### src/rtl/collide_consts.svh
`ifndef COLLIDE_CONSTS_SVH
`define COLLIDE_CONSTS_SVH

// vertex coordinate and normal formats
`define COORD_W 19
`define NORM_W 10

// dot product of normal and coordinate difference
`define SEP_W 32

// every body is a quad
`define NUM_EDGES 4

// unit box normal magnitude
`define UNIT_NORM 256

// normal scaling per shape kind
`define SHIFT_EVEN 5
`define SHIFT_SHORT 3
`define SHIFT_LONG 6

`endif

### src/rtl/collidePkg.sv
`include "collide_consts.svh"

package collidePkg;

  typedef logic signed [`COORD_W-1:0] coord_t;
  typedef logic signed [`NORM_W-1:0] norm_t;
  typedef logic signed [`SEP_W-1:0] sep_t;

  // face or edge number within one quad
  typedef logic [1:0] edgeIdx_t;

  typedef enum logic [1:0] {
    unitBox,
    evenScale,
    tallRect,
    wideRect
  } shapeKind_e;

  typedef enum logic [1:0] {
    idle,
    faceSearch,
    edgeSearch,
    report
  } collideState_e;

endpackage

### src/rtl/edgeNormalGen.sv
`timescale 1ns/10ps
`include "collide_consts.svh"

module edgeNormalGen
  import collidePkg::*;
(
  input  coord_t     vertX [`NUM_EDGES],
  input  coord_t     vertY [`NUM_EDGES],
  input  shapeKind_e kind,
  output norm_t      normX [`NUM_EDGES],
  output norm_t      normY [`NUM_EDGES]
);

  // one extra bit so the edge difference cannot wrap
  logic signed [`COORD_W:0] rawX [`NUM_EDGES];
  logic signed [`COORD_W:0] rawY [`NUM_EDGES];
  logic signed [`COORD_W:0] scaledX [`NUM_EDGES];
  logic signed [`COORD_W:0] scaledY [`NUM_EDGES];
  logic [2:0] shiftAmt [`NUM_EDGES];

  always_comb begin
    for (int i = 0; i < `NUM_EDGES; i++) begin
      rawX[i] = vertY[i] - vertY[(i + 1) % `NUM_EDGES];
      rawY[i] = vertX[(i + 1) % `NUM_EDGES] - vertX[i];
      // rectangles scale even and odd edges differently
      case (kind)
        tallRect: shiftAmt[i] = (i % 2 == 0) ? 3'(`SHIFT_LONG) : 3'(`SHIFT_SHORT);
        wideRect: shiftAmt[i] = (i % 2 == 0) ? 3'(`SHIFT_SHORT) : 3'(`SHIFT_LONG);
        default:  shiftAmt[i] = 3'(`SHIFT_EVEN);
      endcase
      scaledX[i] = rawX[i] >>> shiftAmt[i];
      scaledY[i] = rawY[i] >>> shiftAmt[i];
    end
  end

  always_comb begin
    if (kind == unitBox) begin
      // fixed outward normals, vertices ignored
      normX[0] = '0;
      normY[0] = norm_t'(-`UNIT_NORM);
      normX[1] = norm_t'(-`UNIT_NORM);
      normY[1] = '0;
      normX[2] = '0;
      normY[2] = norm_t'(`UNIT_NORM);
      normX[3] = norm_t'(`UNIT_NORM);
      normY[3] = '0;
    end else begin
      for (int i = 0; i < `NUM_EDGES; i++) begin
        normX[i] = scaledX[i][`NORM_W-1:0];
        normY[i] = scaledY[i][`NORM_W-1:0];
      end
    end
  end

endmodule

### config.mk
export PLATFORM = sky130hd
export DESIGN_NAME = edgeNormalGen
export DESIGN_NICKNAME = d
export VERILOG_FILES = /design/src/rtl/collidePkg.sv /design/src/rtl/edgeNormalGen.sv
export VERILOG_INCLUDE_DIRS = /design/src /design/src/rtl
export SDC_FILE = /design/constraint.sdc
export NUM_CORES = 1
export LEC_CHECK = 0
export BUFFER_PORTS_ARGS = -buffer_cell sky130_fd_sc_hd__buf_2
export CELL_PAD_IN_SITES_DETAIL_PLACEMENT = 0
export CELL_PAD_IN_SITES_GLOBAL_PLACEMENT = 2
export CORE_ASPECT_RATIO = 2
export CORE_MARGIN = 3
export CORE_UTILIZATION = 30
export DETAILED_ROUTE_END_ITERATION = 6
export PLACE_DENSITY = 0.85
export SLEW_MARGIN = 20
export SYNTH_ARGS = -nofsm -noshare
export SYNTH_HDL_FRONTEND = slang
export SYNTH_SLANG_ARGS = --single-unit
### constraint.sdc
create_clock -name vclk -period 5.7
set_clock_uncertainty 0.15 [all_clocks]
set_input_delay 0.57 -clock vclk [all_inputs]
set_output_delay 0.57 -clock vclk [all_outputs]
set_load 0.005 [all_outputs]
# [After elaboration in Yosys (flattened, before gate mapping)]
# Index checks and enable logic that the tools add are counted.
[classes] order_cmp=0 reduce_logical=1 mux=4 div_mod_pow=0 multipliers=0 shift=8 n_bitwise=0 n_eq_ne=2 add_sub_neg=8
[ops] cell="$sshr 20x3->10" n=8
[ops] cell="$sub 19x19->20" n=8
[ops] cell="$mux 40" n=2
[ops] cell="$pmux 3 s2" n=2
[ops] cell="$eq 2x2->1 const B" n=2
[ops] cell="$logic_not 2->1" n=1
[totals] latchBits=0 inputBits=154 wordCells=23 mem_bits_ro=0 ram_bits=0 mem_count=0 register_bits=0

# [Logic depth before layout (Yosys ltp)]
[depth] ltp_word=4 mapped_depth=12 depth_no_buf=12

# [Worst setup path before layout]
# No wires, ideal clock.
[synth_timing] kind="input to output" start="input port vertX[38] in the netlist's numbering" end="output port normY[38] in the netlist's numbering" cell_stages=11 required_ps=4980 t_arrival_ps=2655 setup_slack_ps=2325 n_path_buf=0 cell_sequence="inv_1 ha_1 fa_1 nand2b_1 a21boi_1 o21ai_1 a211oi_2 nor3_1 a311o_1 xor2_1 a221oi_1"
[synth_lines] item="start: declaration" line_no="edgeNormalGen.sv:7" text="input coord_t vertX [`NUM_EDGES],"
[synth_lines] item="end: declaration" line_no="edgeNormalGen.sv:11" text="output norm_t normY [`NUM_EDGES]"

==> flow_summary_export.csv <==
group,metric,value,unit
layout,area_growth_syn_to_layout,18.1,%
route,routed_wirelength,31500,µm
sta,rsz0062_at_grt,"false",
clock_tree,postCtsSetupBuffers,0,
global_routing,first_global_vias,9170,
sta,slew_violations,0,
floorplan,ioPinCount,234,
clock_tree,cts_resized,0,
sta,setup_tns,0,ns
worst_setup_path,critical_path.max_fanout,3,
placed_design,portBuffers,210,
global_routing,gr-usage-all-layers,0.221,
sta,min_period_over_period,0.748,
layout,nClkBuffers,0,
floorplan,initial_utilization,0.306,
sta,report.final.hold_viol_count,0,
route,route.detailed.drc,0,
synth,syn_area,7500,µm²
pwr,power.density,132,nW/µm²
synth,syn-mean-instance-area,6.66,µm²
floorplan,die_area,27000,µm²
global_routing,grt_max_degree,90,
route,drt_pre_antenna_iters,5,
route,viasPerCell,5.30,
layout,nFillCells,2834,
layout,drive_above_1_share,0.190,
layout,antennaDiodeCount,0,
worst_setup_path,crit_required,4.98,ns
synth,ys_types,76,
pwr,finalPower,1.17,mW
global_routing,grt_pass1_wl,48000,µm
worst_setup_path,worstSetupEndpointType,"output pin",
synth,synth.net_count,1417,
layout,seqCellArea,0,µm²
sta,fin_crit,4.26,ns
synth,synth_cells,1126,
layout,multi_input_area,6770,µm²
route,drt_iter0_drc,297,
worst_setup_path,worstPathCellList,"buf_2 > inv_1 > ha_1 > inv_1 > fa_1 > a21oi_1 > o211ai_1 > o41ai_2 > nor2_1 > a311o_1 > xor2_1 > a22oi_1 > o21ai_1 > buf_2",
sta,clock.fmax,235,MHz
worst_setup_path,critical_path_class,"primary input to output pin",
worst_setup_path,slowest_delay,0.53,ns
placed_design,detailed_place_hpwl,26700,µm
worst_setup_path,slowest_stage,"o41ai_2",
sta,tightest_slew,0.993,ns
status,status,"finished clean",
flow_run,maxCapViolations,0,
worst_hold_path,hold_class,"primary input to output pin",
floorplan,die_y,230,µm
placed_design,placedCellCount,1638,
global_routing,antenna_found_initial,0,
clock_tree,cts_hold_buffers,0,
worst_setup_path,start_kind,"primary input",
layout,final_cells,1638,
synth,yosys_warnings,0,
layout,nets,1599,
pwr,power.leakage,4.63,nW
pwr,peakVddDrop,44.0,µV
synth,ys_seq_area_frac,0,
floorplan,num_rows,81,
route,wl_per_cell,19.2,µm
layout,seq_cells,0,
global_routing,grt-ovfl-total,0,
floorplan,core-area,24500,µm²
placed_design,gp_congestion,0.930,
floorplan,die_w,118,µm
sta,slew_headroom,0.338,
route,antenna_left,0,
sta,final-setup-viol-count,0,
route,vias,8679,
worst_setup_path,cp.arrival,3.54,ns
[metrics by stage]
step                worst slack, ns  hold slack, ns  area (µm²)   util
finish                         1.44            1.52        8850  0.361
global route                   1.27            1.59        8850  0.361
CTS                            1.40            1.54        8850  0.361
floorplan                      2.33            1.30        7500      -
global placement               1.43            1.54        8850  0.361
detailed placement             1.40            1.54        8850  0.361
[final timing paths]
check | startpoint | slack [ns] | cells past startpoint | end
worst max-delay path | vertY[0] | 1.44 | 14 | normX[9]
worst min-delay path | vertX[15] | 1.52 | 5 | normY[19]
[critical path, delay by kind of cell]
kind / cells / cell delay [ns]
buf+inv: 4 / 0.36
fa+ha+maj: 2 / 0.53
simple gates: 1 / 0.19
xor+xnor: 1 / 0.27
compound gates: 6 / 1.62
[Yosys cell counts (3+ instances only)]
cell type,number,share of area
a31oi_1,27,0.023
nand3_1,27,0.018
o21ai_1,12,0.0080
and3_1,12,0.010
nand2_1,94,0.047
a211oi_2,3,0.0050
xor2_1,31,0.036
o31a_1,6,0.0070
fa_1,8,0.021
o21ai_0,75,0.050
nand2b_1,15,0.013
or2_1,5,0.0042
a22oi_1,10,0.010
o211a_1,3,0.0040
xnor2_1,55,0.064
nor3_1,37,0.025
a21o_1,29,0.029
o2bb2ai_1,5,0.0058
mux2i_1,15,0.020
a221o_1,3,0.0040
o211ai_1,5,0.0050
ha_1,129,0.22
o31ai_1,11,0.011
nor2b_1,14,0.012
or3_1,6,0.0050
buf_2,3,0.0020
and2_1,10,0.0083
o22ai_1,4,0.0033
nand4_1,3,0.0025
or2_2,6,0.0050
buf_1,6,0.0030
a21oi_1,84,0.056
nor2_1,90,0.045
o22a_1,3,0.0035
o21a_1,25,0.025
a21boi_1,3,0.0030
o2111ai_1,5,0.0058
mux2_2,8,0.012
a311oi_1,3,0.0035
clkbuf_1,23,0.012
a211oi_1,13,0.013
inv_1,152,0.076
o21bai_1,6,0.0060
[routing by layer]
layer / track usage / wire (µm) / part of all wire
met5: 0 / 0 / 0
met2: 0.498 / 19100 / 0.61
met1: 0.197 / 10300 / 0.33
met4: 0.0716 / 1220 / 0.039
met3: 0.0116 / 832 / 0.026
[layout make-up]
| type | instances | share of cell area |
|---|---|---|
| inverter | 153 | 0.0649 |
| multi-input combinational | 938 | 0.765 |
| tap | 332 | 0.0469 |
| timing repair buffer | 215 | 0.123 |
[where the power goes]
part           switching (mW)  internal (mW)
sequential                  0              0
combinational           0.688          0.478
clock                       0              0
total                   0.688          0.478
[logic make-up after synthesis]
family / count (synthesis) / synth area share
buf+inv: 188 / 0.0966
mux: 23 / 0.0320
fa+ha+maj: 137 / 0.237
compound gates: 366 / 0.331
xor+xnor: 86 / 0.100
simple gates: 326 / 0.203
[cell usage in the layout, fill, tap and decap left out, types with 29 or more instances in the layout]
cell,n
buf_2,209
o21ai_0,75
xnor2_1,55
a21o_1,29
a21oi_1,84
nand2_1,94
nor3_1,37
inv_1,152
ha_1,129
nor2_1,90
xor2_1,31
No activity file was read; power rests on OpenSTA's default activity.
