--- src/rtl/collide_consts.svh ---
`ifndef COLLIDE_CONSTS_SVH
`define COLLIDE_CONSTS_SVH

// vertex coordinate and normal formats
`define COORD_W 19
`define NORM_W 10

// dot product of normal and coordinate difference
`define SEP_W 32

// every body is a quad
`define NUM_EDGES 4

// unit box normal magnitude
`define UNIT_NORM 256

// normal scaling per shape kind
`define SHIFT_EVEN 5
`define SHIFT_SHORT 3
`define SHIFT_LONG 6

`endif

--- src/rtl/collidePkg.sv ---
`include "collide_consts.svh"

package collidePkg;

  typedef logic signed [`COORD_W-1:0] coord_t;
  typedef logic signed [`NORM_W-1:0] norm_t;
  typedef logic signed [`SEP_W-1:0] sep_t;

  // face or edge number within one quad
  typedef logic [1:0] edgeIdx_t;

  typedef enum logic [1:0] {
    unitBox,
    evenScale,
    tallRect,
    wideRect
  } shapeKind_e;

  typedef enum logic [1:0] {
    idle,
    faceSearch,
    edgeSearch,
    report
  } collideState_e;

endpackage

--- src/rtl/incidentEdgeSearch.sv ---
`timescale 1ns/10ps
`include "collide_consts.svh"

module incidentEdgeSearch
  import collidePkg::*;
(
  input  logic     clk,
  input  logic     rst_op,
  input  logic     edgeStart,
  input  norm_t    refNormX,
  input  norm_t    refNormY,
  input  norm_t    normX [`NUM_EDGES],
  input  norm_t    normY [`NUM_EDGES],
  output edgeIdx_t incIdx,
  output logic     edgeDone
);

  logic     running;
  edgeIdx_t edgeCnt;
  edgeIdx_t edgeSel;
  logic signed [2*`NORM_W:0] dotVal;
  logic signed [2*`NORM_W:0] minDot;

  // edge 0 checked while edgeStart is high
  assign edgeSel = edgeStart ? 2'd0 : edgeCnt;

  assign dotVal = refNormX * normX[edgeSel] + refNormY * normY[edgeSel];

  always_ff @(posedge clk or posedge rst_op) begin
    if (rst_op) begin
      running <= 1'b0;
      edgeCnt <= '0;
      edgeDone <= 1'b0;
    end else begin
      edgeDone <= 1'b0;
      if (edgeStart) begin
        running <= 1'b1;
        edgeCnt <= 2'd1;
      end else if (running) begin
        edgeCnt <= edgeCnt + 2'd1;
        if (edgeCnt == 2'd3) begin
          running <= 1'b0;
          edgeDone <= 1'b1;
        end
      end
    end
  end

  // most anti-parallel edge, lowest index on ties
  always_ff @(posedge clk) begin
    if (edgeStart) begin
      minDot <= dotVal;
      incIdx <= '0;
    end else if (running && dotVal < minDot) begin
      minDot <= dotVal;
      incIdx <= edgeCnt;
    end
  end

  assert property (@(posedge clk) disable iff (rst_op) edgeDone |=> !edgeDone);

endmodule

--- config.mk ---
export PLATFORM = sky130hd
export DESIGN_NAME = incidentEdgeSearch
export DESIGN_NICKNAME = d
export VERILOG_FILES = /design/src/rtl/collidePkg.sv /design/src/rtl/incidentEdgeSearch.sv
export VERILOG_INCLUDE_DIRS = /design/src /design/src/rtl
export SDC_FILE = /design/constraint.sdc
export NUM_CORES = 1
export LEC_CHECK = 0
export BUFFER_PORTS_ARGS = -buffer_cell sky130_fd_sc_hd__buf_2
export CAP_MARGIN = 20
export CORE_UTILIZATION = 55
export CTS_CLUSTER_DIAMETER = 80
export DETAILED_ROUTE_END_ITERATION = 8
export PLACE_DENSITY = 0.83
export SYNTH_ARGS = -nofsm -noshare
export SYNTH_HDL_FRONTEND = slang
export SYNTH_SLANG_ARGS = --single-unit
--- constraint.sdc ---
create_clock -name clk -period 11.8 [get_ports clk]
set_input_delay 0.59 -clock clk [delete_from_list [all_inputs] [get_ports clk]]
set_output_delay 0.59 -clock clk [all_outputs]
set_load 0.05 [all_outputs]
---- Yosys cells after proc, flatten, opt, wreduce, memory -nomap -nowiden ----
Cells that the tools add are included.
word-level totals
  register bits after elaboration ......... 27
  input bits .............................. 103
  output and inout bits ................... 3
cells by class
  add/subtract/negate cells ............... 2
  multipliers ............................. 2
  magnitude comparators ................... 2
  equality and inequality tests ........... 1
  multiplexer cells ....................... 17
  bitwise logic cells ..................... 1
  reductions and logical operators ........ 3
operators with widths
  operator                                                   count
  2-to-1 mux 21 bit                                          2
  binary-select mux 10 bit (select 2 bit)                    2
  multiplier 10 x 10 -> 20 bit                               2
  2-to-1 mux 10 bit                                          4
  adder 20 x 20 -> 21 bit                                    1
  less-than comparator 21 bit                                1
  2-to-1 mux 1 bit                                           6
  2-to-1 mux 2 bit                                           3
  nonzero test 2 bit                                         2
  greater-or-equal comparator 3 bit (second input constant)  1
  inverter 2 -> 3 bit                                        1
  adder 2 x 1 -> 2 bit (second input constant)               1
  == test 2 bit (second input constant)                      1
  logical AND 1 bit                                          1

---- Logic depth before layout (Yosys ltp) ----
  depth after elaboration ................. 11
  depth in mapped cells ................... 34

---- Worst setup path after synthesis ----
Ideal clock, no wire load.
  path kind ............................... input to register
  from .................................... in edgeStart
  to ...................................... reg minDot[0] (enable)
  setup time .............................. 0.377 ns
  arrival ................................. 8.408 ns
  data required time ...................... 11.423 ns
  path slack .............................. 3.015 ns
  stages .................................. 31
  buffers on the path ..................... 2
  path through ............................ buf_4 -> nor2b_1 -> buf_2 -> nand2_1 -> a31oi_1 -> and2_1 -> inv_1 -> fa_1 -> fa_1 -> inv_1 -> fa_1 -> fa_1 -> fa_1 -> fa_1 -> inv_1 -> fa_1 -> inv_1 -> ha_1 -> a2111oi_0 -> o21ai_1 -> o221ai_2 -> nand2_1 -> a31oi_1 -> xnor2_1 -> ha_1 -> a211oi_1 -> o211ai_1 -> a41oi_1 -> o21ai_2 -> mux2i_1 -> a21o_1
between the ends
  word-level cells in the longest chain between the ends .. 10
  elaborated cells between the ends (all ways) .. 14
  classes of those cells .................. add/sub (1); mul (2); order compare (1); mux (7); bitwise (1); reduce/logical (2)
ends and longest elaborated chain
  element                                                RTL line                  text
  start: declaration                                     incidentEdgeSearch.sv:9   input logic edgeStart,
  2-to-1 mux 2 bit (*)                                   incidentEdgeSearch.sv:25  assign edgeSel = edgeStart ? 2'd0 : edgeCnt;
  inverter 2 -> 3 bit (implied by the code) (*)          incidentEdgeSearch.sv:27  assign dotVal = refNormX * normX[edgeSel] + refNormY * normY[edgeSel];
  binary-select mux 10 bit (select 2 bit)                incidentEdgeSearch.sv:27
  2-to-1 mux 10 bit (implied by the code) (2 in series)  incidentEdgeSearch.sv:27
  multiplier 10 x 10 -> 20 bit                           incidentEdgeSearch.sv:27
  adder 20 x 20 -> 21 bit (*)                            incidentEdgeSearch.sv:27
  via dotVal[18]                                         incidentEdgeSearch.sv:21  logic signed [2*`NORM_W:0] dotVal;
  less-than comparator 21 bit (*)                        incidentEdgeSearch.sv:54  end else if (running && dotVal < minDot) begin
  logical AND 1 bit (*)                                  incidentEdgeSearch.sv:54
  nonzero test 2 bit (no source line) (*)                -
  end signal: assignment                                 incidentEdgeSearch.sv:52  minDot <= dotVal;
  end signal: assignment                                 incidentEdgeSearch.sv:55  minDot <= dotVal;
  end: declaration                                       incidentEdgeSearch.sv:22  logic signed [2*`NORM_W:0] minDot;
Mark *: on every way through the listed nets, which the timed path passes. The rest lies on a longest branch. The select of a mux whose other input is x is not followed.
A chain may end at the register's enable or synchronous reset.

---- Final worst setup path ----
  from .................................... reg edgeCnt[0]
  to ...................................... reg minDot[2] (enable)
between the ends
  word-level cells in the longest chain between the ends .. 10
  elaborated cells between the ends (all ways) .. 14
  classes of those cells .................. add/sub (1); mul (2); order compare (1); mux (7); bitwise (1); reduce/logical (2)
ends and longest elaborated chain
  element                                                RTL line                  text
  start: declaration                                     incidentEdgeSearch.sv:19  edgeIdx_t edgeCnt;
  start signal: assignment                               incidentEdgeSearch.sv:40  edgeCnt <= edgeCnt + 2'd1;
  2-to-1 mux 2 bit (*)                                   incidentEdgeSearch.sv:25
  inverter 2 -> 3 bit (implied by the code) (*)          incidentEdgeSearch.sv:27
  binary-select mux 10 bit (select 2 bit)                incidentEdgeSearch.sv:27
  2-to-1 mux 10 bit (implied by the code) (2 in series)  incidentEdgeSearch.sv:27
  multiplier 10 x 10 -> 20 bit                           incidentEdgeSearch.sv:27
  adder 20 x 20 -> 21 bit (*)                            incidentEdgeSearch.sv:27
  via dotVal[20]                                         incidentEdgeSearch.sv:21
  less-than comparator 21 bit (*)                        incidentEdgeSearch.sv:54
  logical AND 1 bit (*)                                  incidentEdgeSearch.sv:54
  nonzero test 2 bit (no source line) (*)                -
Marked as above.

==> summary.txt <==
Worst setup path
  – Crit. End Element: flip-flop
  – Crit path required time: 11690 ps
  – Crit path largest cell delay: 860 ps
  – Crit path max-delay cell type: a31oi_1
  – Setup crit end: minDot[2]
  – CP top delay family: adder cells
  – Worst path most repeated cell: fa_1
  – Crit path kind: flip-flop to flip-flop
  – CP max FO: 21
  – Reg-to-reg startpoint: edgeCnt[0]
  – Buf+Inv Stages, Crit Path: 4
  – Critical Path AT: 10200 ps
  – RR Endpoint: minDot[2]
  – Reg2Reg Depth: 29
  – Startpoint types: flip-flop
  – R2R Setup Slk: 1490 ps
  – WP depth: 29
  – Crit path from: edgeCnt[0]

Layout
  – Register area: 770.7 µm²
  – Final Non-Filler Cells: 1422
  – Final core utilization: 60.33%
  – Layout area overhead: 7.524%
  – Commonest non-fill, non-tap cells in the layout: inv_1 (281), fa_1 (227), nand2_1 (134), buf_2 (105), and2_1 (99)
  – Ant. Diodes: 0
  – Total of fill cells in the finished design: 1575
  – Layout cells sized above 1: 12.21%
  – Commonest non-fill, non-tap cell in the layout: inv_1
  – Layout Nets: 1616
  – Multi-input combinational cell area: 8483 µm²

Timing
  – F_max: 97.00 MHz
  – RSZ-0062 raised after global routing: no
  – Worst slew margin: 27.67%
  – Final setup fails: 0
  – Fin crit period: 10310 ps
  – Setup_tns: 0 ps
  – Final period utilization: 87.37%
  – Final Skew: 4.225 ps
  – Slew Viols, Final: 0
  – PnR worst setup slack: 1491 ps
  – Final Hold Violating Endpoints: 0
  – Worst Tran Pin Value: 1080 ps

Synthesis
  – Post-synth cell types: 53
  – Post-synthesis cell count: 1105
  – Top cell type by total area after synthesis: fa_1
  – Top-area cell type share of the netlist area: 43.44%
  – Synthesis-stage register bit count: 27
  – EDFF count, synth: 21
  – Top_reg_cell synth: edfxtp_1
  – Synth Area in Compound Gates: 8.194%
  – Syn_nets: 1532
  – Async SR Flop Fraction: 14.81%
  – Synth top area cells: fa_1 (43%), ha_1 (12%), inv_1 (10%)
  – Mapped Area: 10460 µm²
  – Register area share after synthesis: 7.368%
  – Synth Area in Simple Gates: 14.55%
  – Multiplexer area fraction after synthesis: 0.8014%
  – Post-Syn Area per Cell: 9.466 µm²
  – Syn. warnings: 0
  – Main combinational cell family by area after synthesis: adder cells
  – Synth Area in Adders: 55.05%
  – Post-Synth XOR/XNOR Area: 2.512%

Routing
  – Initial DRC count: 342
  – DRC viols: 0
  – Vias per inst: 5.317
  – Pre-antenna DRT Iters: 5
  – Vias: 7561
  – Antenna Nets Post-Route: 0
  – Avg WL per Cell: 16.52 µm
  – Post-Route WL: 23490 µm

Clocking
  – CTS Buffer Depth: 2
  – PostCTS Resize Cnt: 0
  – CTS tree: built
  – CTS root buffer: clkbuf_16
  – # hold bufs at CTS: 0
  – Worst skew pair latency: 260 ps
  – Max H-tree Level: 1
  – Sink Count: 27
  – Postcts setup bufs: 0
  – TritonCTS Buffers: 3
  – Clock transition at path regs: 70 ps

GRT
  – First-pass GRT wire length: 40390 µm
  – Vias in the first global route: 8269
  – Largest net degree at the start of global routing: 42
  – Initial antenna violation count: 1
  – Remaining Overflow, GRT: 0
  – Total track usage: 26.27%

Die
  – Die Footprint: 19570 µm²
  – Chip height: 139.9 µm
  – Top Ports: 106
  – Initial Util: 56.11%
  – Core Region: 18640 µm²
  – Die W: 139.9 µm
  – Cell row count: 50

Placement
  – Final Wtd Congestion: 0.8664
  – Placed insts: 1417
  – Post-DP HPWL: 20340 µm
  – Worst slack, placed: 1123 ps
  – PortBufs: 105

Worst hold path
  – Class of the worst hold path: primary input to async pin

Job
  – Max Cap Viol: 0

Status
  – Status: finished, final reports clean
## state kept, by name (all words and copies together) (netlist names)
signal and cells:
minDot 21, edgeCnt 2, incIdx 2, edgeDone 1, running 1
## routing by layer
layer  vias to the layer above  track usage, %  wire (µm)
met3                        40           2.496       1292
met5                         -               0          0
met1                      3801           33.98       9484
li1                       3495               -          -
met4                         0           6.651        616
met2                       225           47.42      12100
## cells in the mapped netlist (2+ instances only)
| library cell | n |
|---|---|
| a31oi_4 | 3 |
| nor3_1 | 3 |
| nand2b_1 | 12 |
| inv_1 | 281 |
| dfrtp_1 | 4 |
| a211oi_2 | 2 |
| a21oi_1 | 12 |
| o21a_1 | 4 |
| xnor2_1 | 25 |
| o211ai_2 | 2 |
| fa_1 | 227 |
| clkbuf_1 | 3 |
| dfxtp_1 | 2 |
| ha_1 | 97 |
| nand2_1 | 134 |
| edfxtp_1 | 21 |
| buf_2 | 9 |
| o21ai_0 | 9 |
| a211oi_1 | 23 |
| nand2b_4 | 2 |
| o21bai_1 | 4 |
| or2_2 | 2 |
| a31oi_2 | 13 |
| o211ai_1 | 4 |
| xor2_1 | 5 |
| buf_1 | 13 |
| and2_1 | 99 |
| mux2i_1 | 5 |
| nor2_1 | 18 |
| buf_4 | 4 |
| a31oi_1 | 4 |
| a21oi_2 | 2 |
| a2111o_1 | 2 |
| o21ai_1 | 3 |
| nand3_1 | 9 |
| a21o_1 | 4 |
| nor2b_1 | 23 |
## worst reg2reg max path, delay by kind of cell (launching register included)
kind | cells | cell delay, ps
XOR/XNOR | 1 | 110
AO/OA/AOI/OAI | 8 | 3020
multiplexers | 1 | 240
AND/OR/NAND/NOR | 6 | 960
adder cells (fa/ha/maj) | 9 | 4360
buffers and inverters | 4 | 520
flip-flops | 1 | 730
## worst min path at each step
stage | from | endpoint | slack, ps
after global routing | rst_op | edgeCnt[0] | 210
after floorplan | rst_op | edgeCnt[0] | 360
after detailed placement | rst_op | edgeDone | 480
after CTS | rst_op | edgeDone | 200
final | rst_op | edgeDone | 190
after global placement | rst_op | edgeDone | 480
## kinds of logic (layout without fill, tap and decap cells)
kind of cell               after synthesis  after routing
and+or+nand+nor                        304            304
xor gates and xnor gates                30             30
DFF                                     27             27
adders and majority gates              324            324
muxes                                    7              7
AOI/OAI and AO/OA                      101            101
buffers and inverters                  312            395
## area by class of cell
| class | instances | share of cell area [%] |
|---|---|---|
| clock buffer | 3 | 0.6675 |
| tap | 234 | 2.603 |
| multi-input combinational | 766 | 75.43 |
| inverter | 281 | 9.378 |
| sequential | 27 | 6.853 |
| clock inverter | 1 | 0.06675 |
| timing repair buffer | 110 | 5.006 |
## metrics by stage
step,hold slack [ps],instance area (µm²)
floorplan,356.1,10460
global placement,476.1,11160
detailed placement,477.0,11160
CTS,199.7,11240
global route,213.4,11250
finish,192.7,11250
Power is not shown: default switching activity piles up to over one toggle a cycle in this logic, so the estimate is an artifact.
