**src/rtl/collide_consts.svh**
```systemverilog
`ifndef COLLIDE_CONSTS_SVH
`define COLLIDE_CONSTS_SVH

// vertex coordinate and normal formats
`define COORD_W 19
`define NORM_W 10

// dot product of normal and coordinate difference
`define SEP_W 32

// every body is a quad
`define NUM_EDGES 4

// unit box normal magnitude
`define UNIT_NORM 256

// normal scaling per shape kind
`define SHIFT_EVEN 5
`define SHIFT_SHORT 3
`define SHIFT_LONG 6

`endif

```
**src/rtl/collidePkg.sv**
```systemverilog
`include "collide_consts.svh"

package collidePkg;

  typedef logic signed [`COORD_W-1:0] coord_t;
  typedef logic signed [`NORM_W-1:0] norm_t;
  typedef logic signed [`SEP_W-1:0] sep_t;

  // face or edge number within one quad
  typedef logic [1:0] edgeIdx_t;

  typedef enum logic [1:0] {
    unitBox,
    evenScale,
    tallRect,
    wideRect
  } shapeKind_e;

  typedef enum logic [1:0] {
    idle,
    faceSearch,
    edgeSearch,
    report
  } collideState_e;

endpackage

```
**src/rtl/contactControl.sv**
```systemverilog
`timescale 1ns/10ps
`include "collide_consts.svh"

module contactControl
  import collidePkg::*;
(
  input  logic     clk,
  input  logic     rst_op,
  input  logic     start,
  input  sep_t     sepAB,
  input  sep_t     sepBA,
  input  edgeIdx_t idxAB,
  input  edgeIdx_t idxBA,
  input  logic     searchDone,
  input  norm_t    aNormX [`NUM_EDGES],
  input  norm_t    aNormY [`NUM_EDGES],
  input  norm_t    bNormX [`NUM_EDGES],
  input  norm_t    bNormY [`NUM_EDGES],
  input  edgeIdx_t incIdx,
  input  logic     edgeDone,
  output logic     searchStart,
  output logic     edgeStart,
  output norm_t    refNormX,
  output norm_t    refNormY,
  output norm_t    incNormX [`NUM_EDGES],
  output norm_t    incNormY [`NUM_EDGES],
  output logic     busy,
  output logic     done,
  output logic     contact,
  output logic     flip,
  output edgeIdx_t refIndex,
  output edgeIdx_t incIndex,
  output norm_t    contactNormX,
  output norm_t    contactNormY,
  output sep_t     separation
);

  collideState_e state;
  sep_t     sepABReg;
  sep_t     sepBAReg;
  edgeIdx_t idxABReg;
  edgeIdx_t idxBAReg;
  logic     refIsA;
  logic     touching;
  logic     flipNext;

  // A is the reference body unless B separates strictly more
  assign refIsA = (sepABReg >= sepBAReg);
  assign touching = sepABReg[`SEP_W-1] & sepBAReg[`SEP_W-1];
  assign flipNext = touching & ~refIsA;

  always_comb begin
    if (refIsA) begin
      refNormX = aNormX[idxABReg];
      refNormY = aNormY[idxABReg];
      incNormX = bNormX;
      incNormY = bNormY;
    end else begin
      refNormX = bNormX[idxBAReg];
      refNormY = bNormY[idxBAReg];
      incNormX = aNormX;
      incNormY = aNormY;
    end
  end

  always_ff @(posedge clk) begin
    if (state == faceSearch && searchDone) begin
      sepABReg <= sepAB;
      sepBAReg <= sepBA;
      idxABReg <= idxAB;
      idxBAReg <= idxBA;
    end
  end

  always_ff @(posedge clk or posedge rst_op) begin
    if (rst_op) begin
      state <= idle;
      searchStart <= 1'b0;
      edgeStart <= 1'b0;
      busy <= 1'b0;
      done <= 1'b0;
      contact <= 1'b0;
      flip <= 1'b0;
      refIndex <= '0;
      incIndex <= '0;
      contactNormX <= '0;
      contactNormY <= '0;
      separation <= '0;
    end else begin
      searchStart <= 1'b0;
      edgeStart <= 1'b0;
      done <= 1'b0;
      case (state)
        idle: begin
          if (start) begin
            state <= faceSearch;
            searchStart <= 1'b1;
            busy <= 1'b1;
          end
        end
        faceSearch: begin
          if (searchDone) begin
            // incident edge only matters when both faces overlap
            if (sepAB[`SEP_W-1] && sepBA[`SEP_W-1]) begin
              state <= edgeSearch;
              edgeStart <= 1'b1;
            end else begin
              state <= report;
            end
          end
        end
        edgeSearch: begin
          if (edgeDone) begin
            state <= report;
          end
        end
        report: begin
          state <= idle;
          busy <= 1'b0;
          done <= 1'b1;
          contact <= touching;
          flip <= flipNext;
          refIndex <= refIsA ? idxABReg : idxBAReg;
          incIndex <= touching ? incIdx : 2'd0;
          // normal always points from A to B
          contactNormX <= flipNext ? -refNormX : refNormX;
          contactNormY <= flipNext ? -refNormY : refNormY;
          separation <= refIsA ? sepABReg : sepBAReg;
        end
        default: begin
          state <= idle;
        end
      endcase
    end
  end

  assert property (@(posedge clk) disable iff (rst_op) done |-> $past(state) == report);

  assert property (@(posedge clk) disable iff (rst_op) done |-> !busy);

endmodule

```
**config.mk**
```make
export PLATFORM = sky130hd
export DESIGN_NAME = contactControl
export DESIGN_NICKNAME = d
export VERILOG_FILES = /design/src/rtl/collidePkg.sv /design/src/rtl/contactControl.sv
export VERILOG_INCLUDE_DIRS = /design/src /design/src/rtl
export SDC_FILE = /design/constraint.sdc
export NUM_CORES = 1
export LEC_CHECK = 0
export BUFFER_PORTS_ARGS = -buffer_cell sky130_fd_sc_hd__buf_4
export CORE_AREA = 3 3 152 154
export DETAILED_ROUTE_END_ITERATION = 10
export DIE_AREA = 0 0 155 157
export GPL_TIMING_DRIVEN = 0
export HOLD_SLACK_MARGIN = 0.12
export PLACE_DENSITY = 0.66
export SYNTH_ARGS = -nofsm -noshare
export SYNTH_HDL_FRONTEND = slang
export SYNTH_SLANG_ARGS = --single-unit
```
**constraint.sdc**
```tcl
create_clock -name clk -period 9 [get_ports clk]
set_clock_uncertainty 0.1 [all_clocks]
set_input_delay 1.35 -clock clk [delete_from_list [all_inputs] [get_ports clk]]
set_output_delay 1.35 -clock clk [all_outputs]
set_load 0.03 [all_outputs]
```
# [Word-level counts from Yosys, hierarchy flattened]
# Cells that the tools add are included.
[totals] elab_cells=72 regBits=132 output_inout_bits=162 inputBits=235
[classes] n_eq_ne=6 magnitude_cmp=3 bitwise_logic=5 n_mux=34 n_reduce_logical=6 addsub=2
[op_table] operator="2-to-1 mux 10 bit" count=12
[op_table] operator="binary-select mux 10 bit (select 2 bit)" count=4
[op_table] operator="2-to-1 mux 40 bit" count=2
[op_table] operator=">= comparator 32 bit" count=1
[op_table] operator="2-to-1 mux 32 bit" count=1
[op_table] operator="negation 10 bit" count=2
[op_table] operator="2-to-1 mux 2 bit" count=5
[op_table] operator="2-to-1 mux 1 bit" count=8
[op_table] operator="one-hot mux 2 bit (4 select lines)" count=1
[op_table] operator=">= comparator 3 bit (second input constant)" count=2
[op_table] operator="!= test 2 bit (second input constant)" count=3
[op_table] operator="inverter 2 -> 3 bit" count=2
[op_table] operator="equality test 2 bit (second input constant)" count=2
[op_table] operator="AND reduction 3 bit" count=1
[op_table] operator="bitwise AND 1 bit" count=2
[op_table] operator="equality test 2 x 1 -> 1 bit (second input constant)" count=1
[op_table] operator="logical AND 1 bit" count=2
[op_table] operator="zero test 2 bit" count=1
[op_table] operator="one-hot mux 1 bit (2 select lines)" count=1
[op_table] operator="AND reduction 2 bit" count=1
[op_table] operator="nonzero test 2 bit" count=1
[op_table] operator="inverter 1 bit" count=1

# [Depth between registers and ports, before layout]
[logic_depth] depth_word=7 depth_mapped=12 depth_no_buf=9

# [Least setup slack after synthesis]
# OpenSTA, ideal clock, no wires.
[synth_path] kind="register -> output" start="reg sepABReg[10]" end="out incNormX[0] in the netlist's numbering" path_stages_with_launch=10 t_required_ps=7550 n_path_buf=2 slack_ps=4756 arrival_ps=2794 path_cell_list="edfxtp_1 -> ha_1 -> and4_1 -> or4b_1 -> o221a_1 -> o22ai_1 -> clkbuf_1 -> clkbuf_1 -> nand2_1 -> nand2_1"
[synth_rtl] item="start: declaration" line_no="contactControl.sv:39" text="sep_t sepABReg;"
[synth_rtl] item="start signal: assignment" line_no="contactControl.sv:68" text="sepABReg <= sepAB;"
[synth_rtl] item="end: declaration" line_no="contactControl.sv:25" text="output norm_t incNormX [`NUM_EDGES],"

==> flow_metrics.tcl <==
set metrics [dict create \
    drt_via_density 5.22 \
    clk_pwr_share 0.170 \
    groute.usage.overall 0.286 \
    ir_worst_vdd_mv 0.171 \
    synth_sequential_area_ratio 0.447 \
    achievable-frequency_ghz 0.172 \
    setup_repair_after_global_routing_missed_its_margin "no" \
    critPathRequiredTime_ns 7.55 \
    cp-end-kind "output port" \
    detail_route.wl_per_cell_um 21.9 \
    startpoint_type "register" \
    cp_cell_instances "ha_1 -> nand4_1 -> nor4_1 -> a221o_1 -> nor3_1 -> o22ai_1 -> clkbuf_1 -> clkbuf_1 -> nand2_1 -> nand2_1 -> buf_4" \
    crit-reg2reg-launch "sepABReg[31]" \
    crit_arrival_ns 4.36 \
    core_region_area_sq_mm 0.0218 \
    path_clk_slew_ns 0.06 \
    post-place-ws_ns 3.75 \
    syn_to_final_growth_pct 47.7 \
    synthDominantCellAreaShare 0.250 \
    finalWirelength_um 35400 \
    pin_count 397 \
    clock_tree_from_tritoncts "built" \
    p_leak_nw 5.86 \
    timing.slew.headroom 0.362 \
    critical_path.top_delay_family "buffers and inverters" \
    drc_errors 0 \
    start_util 0.374 \
    period_share 0.646 \
    synthesis.nets 1178 \
    dp.final_hpwl_um 28100 \
    cpPeakStageDelay_ns 0.69 \
    ys_types 47 \
    tritoncts_num_sinks 132 \
    layout.filler_cells 2028 \
    r2r_setup_slack_ns 5.12 \
    vias_in_the_first_global_route 8472 \
    residual_antenna_violating_net_count_after_detailed_routing 0 \
    synth_edf_count 68 \
    sw_frac_of_total 0.482 \
    grt_first_pass_wirelength_um 51700 \
    post_cts_buffers 0 \
    layout.nets 1593 \
    setup_viol_count_final 0 \
    die-width_um 155 \
    area_used_by_multi_input_combinational_logic_sq_mm 0.00415 \
    layout.area.seq_sq_mm 0.00364 \
    drt_first_iter_violations 628 \
    path_depth 11 \
    gates_resized_cts_repair 0 \
    p_switching_mw 1.90 \
    postLayoutSetupSlackWorst_ns 3.19 \
    worstHoldPathCells 1 \
    place_inst 1582 \
    power-per-cell-area_mw_per_mm2 327 \
    drt_pre_antenna_iters 5 \
    die_area_sq_mm 0.0243 \
    ys_dominant_reg_cell "sky130_fd_sc_hd__edfxtp_1" \
    gr-total-overflow 0 \
    antenna_found_initial 0 \
    timing.final.hold_violations 0 \
    min_period_ns 5.81 \
    synth_seq_cells 132 \
    cts-buffers-inserted 17 \
    ys_warn_count 0 \
    run_status "finished, final reports clean" \
    clock_tree.htree_level_count 4 \
    ys_top_cells_by_area "sky130_fd_sc_hd__edfxtp_1 25%, sky130_fd_sc_hd__dfrtp_1 20%, sky130_fd_sc_hd__nand2_1 18%" \
    p_int_mw 2.04 \
    synthesis.area_sq_mm 0.00816 \
    reg2reg_depth 9 \
    post_layout_nonfiller_instances 1614 \
    setup.worst_path.start "sepABReg[31]" \
    diodes 0 \
    post_synthesis_cells 906 \
    ffs_w_async_s_r_synth 0.485 \
    cts_buffer_depth 2 \
    final_report_max_slew_violation_count 0 \
    clk_latency_ns 0.41 \
    tns_ns 0 \
    largest_net_degree_at_the_start_of_global_routing 70 \
    critical_path_class "reg -> out" \
    numPortBuffers 396 \
    worstPathBufferInverterCount 3 \
    timing.hold.worst.class "reg -> reg" \
    place.gp.congestion 1.00 \
    syn_avg_cell_area_sq_um 9.00 \
    worstHoldEndpoint "incIndex[1]" \
    pwr-share-seq 0.246 \
    max-cap-violations 0 \
    worstHoldStart "incIndex[1]" \
    cts_hold_repair.buffers 0 \
    cts.root.buffer_cell "sky130_fd_sc_hd__clkbuf_16" \
    crit_path_top_delay_cell "sky130_fd_sc_hd__clkbuf_1" \
    die_span_y_um 157 \
    vias 8424 \
    path_max_fanout 10 \
    final_layout_size_suffix_gt1_frac 0.356 \
    crit-reg2reg-capture "flip" \
    worst_pin_slew_ns 0.957 \
    synth_largest_area_cell "sky130_fd_sc_hd__edfxtp_1" \
    comb_power_share 0.584 \
    std_cell_rows 54 \
]
[power groups by stage]
stage	Combinational [mW]	Clock, mW	Sequential, mW
after detailed placement	2.30	0	0.973
after floorplan	1.10	0	1.22
after CTS	2.30	0.680	0.968
after global routing	2.46	0.711	0.990
after global placement	2.28	0	0.977
final	2.30	0.669	0.968
[worst register-to-register path, cell delays in order, from the launching register on]
cell and delay [ns]:
sky130_fd_sc_hd__edfxtp_1 0.43, sky130_fd_sc_hd__ha_1 0.36, sky130_fd_sc_hd__nand4_1 0.14, sky130_fd_sc_hd__nor4_1 0.44, sky130_fd_sc_hd__a221o_1 0.25, sky130_fd_sc_hd__nor3_1 0.07
sky130_fd_sc_hd__o22ai_1 0.68, sky130_fd_sc_hd__clkbuf_1 0.41, sky130_fd_sc_hd__clkbuf_1 0.69, sky130_fd_sc_hd__o2bb2ai_1 0.16
[flip-flops by register name, indices dropped and copies added (netlist names)]
name	cells
sepABReg	32
sepBAReg	32
separation	32
contactNormX	10
contactNormY	10
idxABReg	2
idxBAReg	2
incIndex	2
refIndex	2
state	2
busy	1
contact	1
done	1
edgeStart	1
flip	1
searchStart	1
[logic make-up after synthesis]
logic type / share of synthesized area
adder cells (fa/ha/maj): 0.0567
AO/OA/AOI/OAI: 0.0937
flip-flops: 0.447
XOR/XNOR: 0.0193
AND/OR/NAND/NOR: 0.220
buffers and inverters: 0.0452
multiplexers: 0.118
[Yosys cell counts, types with 2 or more instances]
cell	count
sky130_fd_sc_hd__o21ai_1	13
sky130_fd_sc_hd__clkbuf_1	42
sky130_fd_sc_hd__mux2_2	4
sky130_fd_sc_hd__o2bb2ai_1	14
sky130_fd_sc_hd__nor2_1	54
sky130_fd_sc_hd__o21ai_0	8
sky130_fd_sc_hd__nand2_1	382
sky130_fd_sc_hd__nor3_1	3
sky130_fd_sc_hd__and4_1	2
sky130_fd_sc_hd__dfrtp_1	64
sky130_fd_sc_hd__o31ai_1	5
sky130_fd_sc_hd__buf_1	10
sky130_fd_sc_hd__nand4_1	3
sky130_fd_sc_hd__xnor2_1	17
sky130_fd_sc_hd__edfxtp_1	68
sky130_fd_sc_hd__ha_1	37
sky130_fd_sc_hd__nor4_1	2
sky130_fd_sc_hd__a21o_1	6
sky130_fd_sc_hd__inv_1	42
sky130_fd_sc_hd__mux4_2	38
sky130_fd_sc_hd__nand2b_1	2
sky130_fd_sc_hd__and2_1	2
sky130_fd_sc_hd__a21oi_1	28
sky130_fd_sc_hd__a31oi_1	34
sky130_fd_sc_hd__or2_1	3
sky130_fd_sc_hd__mux4_1	2
[cell type report]
cell class,instances,area share
Inverter,42,0.0133
Clock buffer,20,0.0362
Tap cell,280,0.0291
Sequential cell,132,0.302
Buffer,54,0.0175
Timing Repair Buffer,396,0.247
Clock inverter,12,0.0108
Multi-Input combinational cell,678,0.344
[through the flow]
stage                     total power [mW]   util  hold slack [ns]  area (sq um)
after detailed placement              3.28  0.526            0.378         11500
final                                 3.94  0.552            0.391         12100
after global placement                3.26  0.526            0.374         11500
after global routing                  4.17  0.552            0.413         12100
after CTS                             3.95  0.552            0.391         12100
after floorplan                       2.32      -            0.406          8160
[placed cells by master (no fill, tap or decap), drive strengths merged, types with 6 or more instances in the layout]
cell type    n
nand2      382
o21ai       22
mux4        40
a31oi       34
o2bb2ai     14
edfxtp      68
a21oi       28
xnor2       17
a21o         6
inv         44
o31ai        6
buf        408
clkbuf      62
nor2        54
ha          37
dfrtp       64
[per-layer routing]
metal,GRT usage,vias to the layer above,share of wire
met5,0,-,0
met1,0.367,4012,0.40
li1,-,3926,-
met2,0.458,417,0.47
met4,0.103,0,0.033
met3,0.0888,69,0.098
[worst max path at each step]
stage                         to  slack [ns]
global placement    incNormX[37]        3.74
global route        incNormX[38]        2.97
CTS                 incNormX[32]        3.30
detailed placement  incNormX[32]        3.75
finish              incNormX[37]        3.19
floorplan            incNormX[0]        4.76
Note: power is estimated with default switching activity, not from simulation.
